--- src/rtl/me_pkg.sv ---
package me_pkg;

	// search geometry
	localparam int NUM_CAND        = 16;
	localparam int BLOCK_PIXELS    = 256;
	localparam int BEATS_PER_BLOCK = BLOCK_PIXELS + NUM_CAND - 1;

	// credit pools on both sides
	localparam int IN_CREDITS  = 4;
	localparam int OUT_CREDITS = 2;

	// input FIFO addressing and occupancy
	localparam int IN_PTR_W = (IN_CREDITS > 1) ? $clog2(IN_CREDITS) : 1;
	localparam int IN_CNT_W = $clog2(IN_CREDITS + 1);

	// output credit counter has to hold OUT_CREDITS itself
	localparam int OUT_CNT_W = $clog2(OUT_CREDITS + 1);

	// one luma sample
	typedef logic [7:0] pixel_t;

	// 256 * 255 = 65280 fits in 16 bits
	typedef logic [15:0] sad_t;

	// candidate index 0..15
	typedef logic [3:0] mv_t;

	// position inside the 271-beat search stream
	typedef logic [8:0] beat_t;

	// drain sequence
	typedef enum logic [1:0] {
		IDLE,
		SCAN,
		SEND
	} match_state_t;

endpackage

--- src/rtl/best_match.sv ---
`timescale 1ns/1ps

module best_match import me_pkg::*; (
	input  logic clk,
	input  logic arst_n,
	input  logic block_done,
	input  sad_t sads [NUM_CAND],
	output logic busy,
	output logic out_valid,
	output mv_t  mv,
	output sad_t sad,
	input  logic out_credit
);

	match_state_t         state;
	mv_t                  idx;
	mv_t                  best_mv;
	sad_t                 best_sad;
	logic [OUT_CNT_W-1:0] credits;
	logic                 send;
	logic                 scan_last;

	// block_done already counts as busy so the feeder cannot pop in that cycle
	assign busy = block_done || (state != IDLE);

	assign send      = (state == SEND) && (credits != '0);
	assign scan_last = (idx == mv_t'(NUM_CAND - 1));

	always_ff @(posedge clk or negedge arst_n) begin
		if (!arst_n) begin
			state <= IDLE;
			idx   <= '0;
		end else begin
			case (state)
				IDLE: begin
					if (block_done) begin
						state <= SCAN;
						idx   <= '0;
					end
				end
				SCAN: begin
					idx <= idx + 1'b1;
					if (scan_last) begin
						state <= SEND;
					end
				end
				SEND: begin
					// waits here for as long as the sink holds back credits
					if (send) begin
						state <= IDLE;
					end
				end
				default: state <= IDLE;
			endcase
		end
	end

	// strict compare keeps the lowest index on a tie
	always_ff @(posedge clk) begin
		if (state == SCAN) begin
			if ((idx == '0) || (sads[idx] < best_sad)) begin
				best_sad <= sads[idx];
				best_mv  <= idx;
			end
		end
	end

	always_ff @(posedge clk or negedge arst_n) begin
		if (!arst_n) begin
			credits <= OUT_CNT_W'(OUT_CREDITS);
		end else begin
			credits <= credits + OUT_CNT_W'(out_credit) - OUT_CNT_W'(send);
		end
	end

	always_ff @(posedge clk or negedge arst_n) begin
		if (!arst_n) begin
			out_valid <= 1'b0;
		end else begin
			out_valid <= send;
		end
	end

	always_ff @(posedge clk) begin
		if (send) begin
			mv  <= best_mv;
			sad <= best_sad;
		end
	end

	// sink returns no more credits than it was given
	a_credit_max: assert property (@(posedge clk) disable iff (!arst_n)
		credits <= OUT_CNT_W'(OUT_CREDITS));

	// feeder stalls on busy, so a new block cannot finish mid-drain
	a_done_idle: assert property (@(posedge clk) disable iff (!arst_n)
		block_done |-> (state == IDLE));

endmodule

--- src/rtl/mv_search_top.sv ---
`timescale 1ns/1ps

module mv_search_top import me_pkg::*; (
	input  logic   clk,
	input  logic   arst_n,
	input  logic   in_valid,
	input  pixel_t c_pix,
	input  pixel_t p_pix,
	output logic   in_credit,
	output logic   out_valid,
	output mv_t    mv,
	output sad_t   sad,
	input  logic   out_credit
);

	logic   step;
	pixel_t p;
	logic   block_done;
	logic   busy;

	// c path through the chain starts with the feeder at entry 0
	pixel_t            c_chain [NUM_CAND+1];
	logic [NUM_CAND:0] v_chain;
	logic [NUM_CAND:0] f_chain;
	sad_t              sads [NUM_CAND];

	pixel_feeder u_feeder (
		.clk        (clk),
		.arst_n     (arst_n),
		.in_valid   (in_valid),
		.c_pix      (c_pix),
		.p_pix      (p_pix),
		.in_credit  (in_credit),
		.busy       (busy),
		.step       (step),
		.c          (c_chain[0]),
		.c_valid    (v_chain[0]),
		.c_first    (f_chain[0]),
		.p          (p),
		.block_done (block_done)
	);

	// PE d sees c delayed by d steps against the broadcast p
	for (genvar d = 0; d < NUM_CAND; d++) begin : g_pe
		sad_pe u_pe (
			.clk         (clk),
			.arst_n      (arst_n),
			.step        (step),
			.c_in        (c_chain[d]),
			.c_valid_in  (v_chain[d]),
			.c_first_in  (f_chain[d]),
			.p           (p),
			.c_out       (c_chain[d+1]),
			.c_valid_out (v_chain[d+1]),
			.c_first_out (f_chain[d+1]),
			.sad         (sads[d])
		);
	end

	best_match u_drain (
		.clk        (clk),
		.arst_n     (arst_n),
		.block_done (block_done),
		.sads       (sads),
		.busy       (busy),
		.out_valid  (out_valid),
		.mv         (mv),
		.sad        (sad),
		.out_credit (out_credit)
	);

endmodule

--- src/rtl/pixel_feeder.sv ---
`timescale 1ns/1ps

module pixel_feeder import me_pkg::*; (
	input  logic   clk,
	input  logic   arst_n,
	input  logic   in_valid,
	input  pixel_t c_pix,
	input  pixel_t p_pix,
	output logic   in_credit,
	input  logic   busy,
	output logic   step,
	output pixel_t c,
	output logic   c_valid,
	output logic   c_first,
	output pixel_t p,
	output logic   block_done
);

	// one slot per credit handed to the source
	pixel_t mem_c [IN_CREDITS];
	pixel_t mem_p [IN_CREDITS];

	logic [IN_PTR_W-1:0] wr_ptr;
	logic [IN_PTR_W-1:0] rd_ptr;
	logic [IN_CNT_W-1:0] fill;
	logic                empty;
	logic                pop;
	beat_t               beat;
	logic                last_beat;

	assign empty = (fill == '0);

	// hold the stream while the drain reads the accumulators
	assign pop = !empty && !busy;

	assign step      = pop;
	assign in_credit = pop;

	assign c = mem_c[rd_ptr];
	assign p = mem_p[rd_ptr];

	assign last_beat = (beat == beat_t'(BEATS_PER_BLOCK - 1));

	// only the first 256 beats carry current-block pixels
	assign c_valid = (beat < beat_t'(BLOCK_PIXELS));
	assign c_first = (beat == '0);

	always_ff @(posedge clk) begin
		if (in_valid) begin
			mem_c[wr_ptr] <= c_pix;
			mem_p[wr_ptr] <= p_pix;
		end
	end

	always_ff @(posedge clk or negedge arst_n) begin
		if (!arst_n) begin
			wr_ptr <= '0;
		end else if (in_valid) begin
			if (wr_ptr == IN_PTR_W'(IN_CREDITS - 1)) begin
				wr_ptr <= '0;
			end else begin
				wr_ptr <= wr_ptr + 1'b1;
			end
		end
	end

	always_ff @(posedge clk or negedge arst_n) begin
		if (!arst_n) begin
			rd_ptr <= '0;
		end else if (pop) begin
			if (rd_ptr == IN_PTR_W'(IN_CREDITS - 1)) begin
				rd_ptr <= '0;
			end else begin
				rd_ptr <= rd_ptr + 1'b1;
			end
		end
	end

	always_ff @(posedge clk or negedge arst_n) begin
		if (!arst_n) begin
			fill <= '0;
		end else begin
			case ({in_valid, pop})
				2'b10:   fill <= fill + 1'b1;
				2'b01:   fill <= fill - 1'b1;
				default: fill <= fill;
			endcase
		end
	end

	// beat index wraps after the last search pixel
	always_ff @(posedge clk or negedge arst_n) begin
		if (!arst_n) begin
			beat <= '0;
		end else if (pop) begin
			beat <= last_beat ? '0 : beat + 1'b1;
		end
	end

	always_ff @(posedge clk or negedge arst_n) begin
		if (!arst_n) begin
			block_done <= 1'b0;
		end else begin
			block_done <= pop && last_beat;
		end
	end

	// the source sends only against a credit, so a full FIFO never sees a push
	a_no_overflow: assert property (@(posedge clk) disable iff (!arst_n)
		in_valid |-> (fill != IN_CNT_W'(IN_CREDITS)));

endmodule

--- src/rtl/sad_pe.sv ---
`timescale 1ns/1ps

module sad_pe import me_pkg::*; (
	input  logic   clk,
	input  logic   arst_n,
	input  logic   step,
	input  pixel_t c_in,
	input  logic   c_valid_in,
	input  logic   c_first_in,
	input  pixel_t p,
	output pixel_t c_out,
	output logic   c_valid_out,
	output logic   c_first_out,
	output sad_t   sad
);

	pixel_t diff;
	logic   acc_en;

	// absolute difference without a sign bit
	assign diff = (c_in > p) ? (c_in - p) : (p - c_in);

	assign acc_en = step && c_valid_in;

	// c pixel moves one PE down the chain per step
	always_ff @(posedge clk) begin
		if (step) begin
			c_out <= c_in;
		end
	end

	always_ff @(posedge clk or negedge arst_n) begin
		if (!arst_n) begin
			c_valid_out <= 1'b0;
			c_first_out <= 1'b0;
		end else if (step) begin
			c_valid_out <= c_valid_in;
			c_first_out <= c_first_in;
		end
	end

	// restart on the first pixel of a block, otherwise add
	always_ff @(posedge clk or negedge arst_n) begin
		if (!arst_n) begin
			sad <= '0;
		end else if (acc_en) begin
			if (c_first_in) begin
				sad <= sad_t'(diff);
			end else begin
				sad <= sad + sad_t'(diff);
			end
		end
	end

	// a block never brings more than 256 adds, so the sum only grows
	a_no_wrap: assert property (@(posedge clk) disable iff (!arst_n)
		acc_en && !c_first_in |=> sad >= $past(sad));

endmodule

--- config.mk ---
export PLATFORM = sky130hd
export DESIGN_NAME = mv_search_top
export DESIGN_NICKNAME = d
export VERILOG_FILES = /design/src/rtl/me_pkg.sv /design/src/rtl/best_match.sv /design/src/rtl/mv_search_top.sv /design/src/rtl/pixel_feeder.sv /design/src/rtl/sad_pe.sv
export SDC_FILE = /design/constraint.sdc
export NUM_CORES = 2
export LEC_CHECK = 0
export BUFFER_PORTS_ARGS = -buffer_cell sky130_fd_sc_hd__buf_2
export CORE_MARGIN = 2
export CORE_UTILIZATION = 60
export CTS_CLUSTER_SIZE = 30
export DETAILED_ROUTE_END_ITERATION = 10
export PLACE_DENSITY = 0.76
export SYNTH_ARGS = -nofsm -noshare
export SYNTH_HDL_FRONTEND = slang
export SYNTH_SLANG_ARGS = --single-unit
--- constraint.sdc ---
create_clock -name clk -period 8.4 [get_ports clk]
set_input_delay 1.68 -clock clk [delete_from_list [all_inputs] [get_ports clk]]
set_output_delay 1.68 -clock clk [all_outputs]
set_load 0.005 [all_outputs]
==> impl_metrics.env <==
export IMPL_wirelength_mm=102
export IMPL_place_congestion=0.914
export IMPL_required_ps=8900
export IMPL_synthTopCellsByArea="dfrtp_1 (20%), edfxtp_1 (17%), ha_1 (13%)"
export IMPL_path_class="reg -> reg"
export IMPL_synth_seq_cells=536
export IMPL_synth_top_area_cell="dfrtp_1"
export IMPL_worstMarginPinSlew_ps=1080
export IMPL_antenna_left=0
export IMPL_grt_max_degree=159
export IMPL_cts_buffers=59
export IMPL_setup_viol=0
export IMPL_holdPathStages=0
export IMPL_drt_first_pass_iters=7
export IMPL_fillCellCount=5161
export IMPL_clock_path_buffers=3
export IMPL_cts_htree_levels=2
export IMPL_cts_root_buf="clkbuf_16"
export IMPL_syn_area_sq_mm=0.0391
export IMPL_start_kind="flop"
export IMPL_status="finished clean"
export IMPL_synth_common_cells="ha_1 (412), inv_1 (377), nand2_1 (354)"
export IMPL_die_x_um=259
export IMPL_num_vias=29900
export IMPL_yosysUniqueCellTypes=77
export IMPL_postPlaceCellArea_sq_mm=0.0400
export IMPL_io_pins=42
export IMPL_fin_area_sq_mm=0.0420
export IMPL_synth_nets=4454
export IMPL_globalRouteOverflowTotal=0
export IMPL_drcViolationCount=0
export IMPL_cts_tree="done"
export IMPL_cts_hold_buf=0
export IMPL_async_flop_share=0.582
export IMPL_grt_pass1_vias=28500
export IMPL_io_buffers=41
export IMPL_hold_violations=0
export IMPL_rsz0062_at_grt="false"
export IMPL_hp_class="reg -> reg"
export IMPL_slew_headroom=0.283
export IMPL_antenna_found_initial=10
export IMPL_seq_area_frac_synth=0.372
export IMPL_avgSynthCellArea_sq_um=9.84
export IMPL_syn2layout_area_growth_pct=7.52
export IMPL_grt_pass1_wl_mm=160
export IMPL_clk_latency_ps=630
export IMPL_coreArea_sq_mm=0.0645
export IMPL_rows=93
export IMPL_final_util=0.652
export IMPL_reg2reg_depth=18
export IMPL_synth_warnings=0
export IMPL_max_freq_mhz=155
export IMPL_min_period_ps=6450
export IMPL_wire_per_inst_um=20.9
export IMPL_yosysMostFrequentCell="ha_1"
export IMPL_critPathCaptureType="flop"
export IMPL_maxCapViolCount=0
export IMPL_final_setup_tns_ps=0
export IMPL_viasPerCell=6.15
export IMPL_cts_setup_buffers=0
export IMPL_arrival_ps=6950
export IMPL_start_util=0.606
export IMPL_fin_crit_sh=0.767
export IMPL_clk_pin_slew_ps=60
export IMPL_drt_iter0_drc=2958
export IMPL_fp_dieH_um=259
export IMPL_cts_sinks=536
export IMPL_critPathMaxFanout=18
export IMPL_drive_above_1_share=0.0847
export IMPL_grt_use_total=0.304
export IMPL_yosysTopAreaCellShare=0.199
export IMPL_die_area_sq_mm=0.0672
export IMPL_synth_main_ff_cell="dfrtp_1"
export IMPL_synth_edf_count=224
export IMPL_synthCells=3973
export IMPL_cts_resized=0
export IMPL_fin_skew_ps=24.3
export IMPL_drv_slew=0
export IMPL_place_hpwl_mm=74.9
export IMPL_layout_nets=4434
## critical path, cell delays in order, from the launching register on
cell and delay (ps):
dfrtp_1 860, mux4_2 710, inv_1 740, ha_1 370, o21ai_0 120, o21ai_0 200
a31oi_1 130, a21oi_2 490, mux2_2 400, o211ai_1 120, xor2_1 330, ha_1 330
nand2_1 100, a21o_1 130, a21oi_1 60, o21ai_0 740, a211oi_1 220, xnor2_1 210
nor2_1 50
## registers in the layout, summed over array words and instances, names as in the netlist, 3 cells and up
name,count
g_pe.u_pe.c_first_out,15
g_pe.u_pe.c_out,120
g_pe.u_pe.c_valid_out,15
g_pe.u_pe.sad,256
u_drain.best_mv,4
u_drain.best_sad,16
u_drain.idx,4
u_drain.mv,4
u_drain.sad,16
u_feeder.beat,9
u_feeder.fill,3
u_feeder.mem_c,32
u_feeder.mem_p,32
## final timing paths
path	startpoint	end	slack (ps)
min in group asynchronous	arst_n	g_pe[1].u_pe.sad[9]$_DFFE_PN0P_	1090
hold reg to reg	u_drain.best_mv[3]$_DFFE_PP_	u_drain.mv[3]$_DFFE_PP_	430
max in group asynchronous	arst_n	g_pe[9].u_pe.sad[11]$_DFFE_PN0P_	5890
setup / recovery	u_feeder.rd_ptr[1]$_DFFE_PN0P_	g_pe[8].u_pe.sad[14]$_DFFE_PN0P_	1950
hold / removal	u_drain.best_mv[3]$_DFFE_PP_	u_drain.mv[3]$_DFFE_PP_	430
setup reg to reg	u_feeder.rd_ptr[1]$_DFFE_PN0P_	g_pe[8].u_pe.sad[14]$_DFFE_PN0P_	1950
## cell families (layout without fill, tap and decap cells)
logic type	count (synthesis)	count (layout)	synth area share
XOR/XNOR	263	263	0.0589
flip-flops	536	536	0.372
AO/OA/AOI/OAI	925	925	0.147
buffers and inverters	520	551	0.0505
multiplexers	226	226	0.0903
AND/OR/NAND/NOR	1042	1042	0.124
adder cells (fa/ha/maj)	461	461	0.157
other	0	2	0
## layout make-up
class,count,area [sq um],area share
Tap cell,855,1070,0.0254
Multi-Input combinational cell,2917,22600,0.537
Clock buffer,66,1520,0.0362
Antenna cell,2,5.00,0.000119
Timing Repair Buffer,61,390,0.00929
Sequential cell,536,14500,0.346
Inverter,378,1420,0.0339
Clock inverter,46,492,0.0117
## layer usage
layer / share of wire / routed length (um) / vias up / GRT usage
met5: 0.00027 / 27 / - / 0
met4: 0.041 / 4190 / 4 / 0.114
met3: 0.074 / 7540 / 211 / 0.0427
li1: - / - / 14100 / -
met2: 0.45 / 45600 / 1098 / 0.469
met1: 0.44 / 44400 / 14500 / 0.437
## cells in the final DEF, fill, tap and decap left out, types with 12 or more instances in the layout
cell type   instances
o21a_1             12
clkinvlp_4         12
and2_1             19
nor2_1            256
mux2i_1            84
nand4_1            47
a21oi_1           332
nand3_1            88
edfxtp_1          224
buf_4              18
xnor2_1           204
nand2_1           354
ha_1              412
o221a_2            12
a21o_1             98
a22o_1             19
mux2_2             44
or3_1              37
mux4_2             96
xor2_1             59
clkinv_1           12
dfrtp_1           309
o211ai_1           13
clkbuf_16          59
inv_1             375
fa_1               49
buf_2              40
nor2b_1            60
and3_1             38
a31oi_1            14
o21bai_1           56
nor3_1             82
a211oi_1           36
o21ai_0           230
## through the flow
step	setup slack [ps]	std cells	hold slack, ps
6_report	1950	4861	427
2_1_floorplan	1290	3973	400
3_5_place_dp	2140	4747	407
4_1_cts	2090	4859	421
5_1_grt	1580	4859	432
3_3_place_gp	2270	4747	401
Power is not shown: default switching activity piles up to over one toggle a cycle in this logic, so the estimate is an artifact.
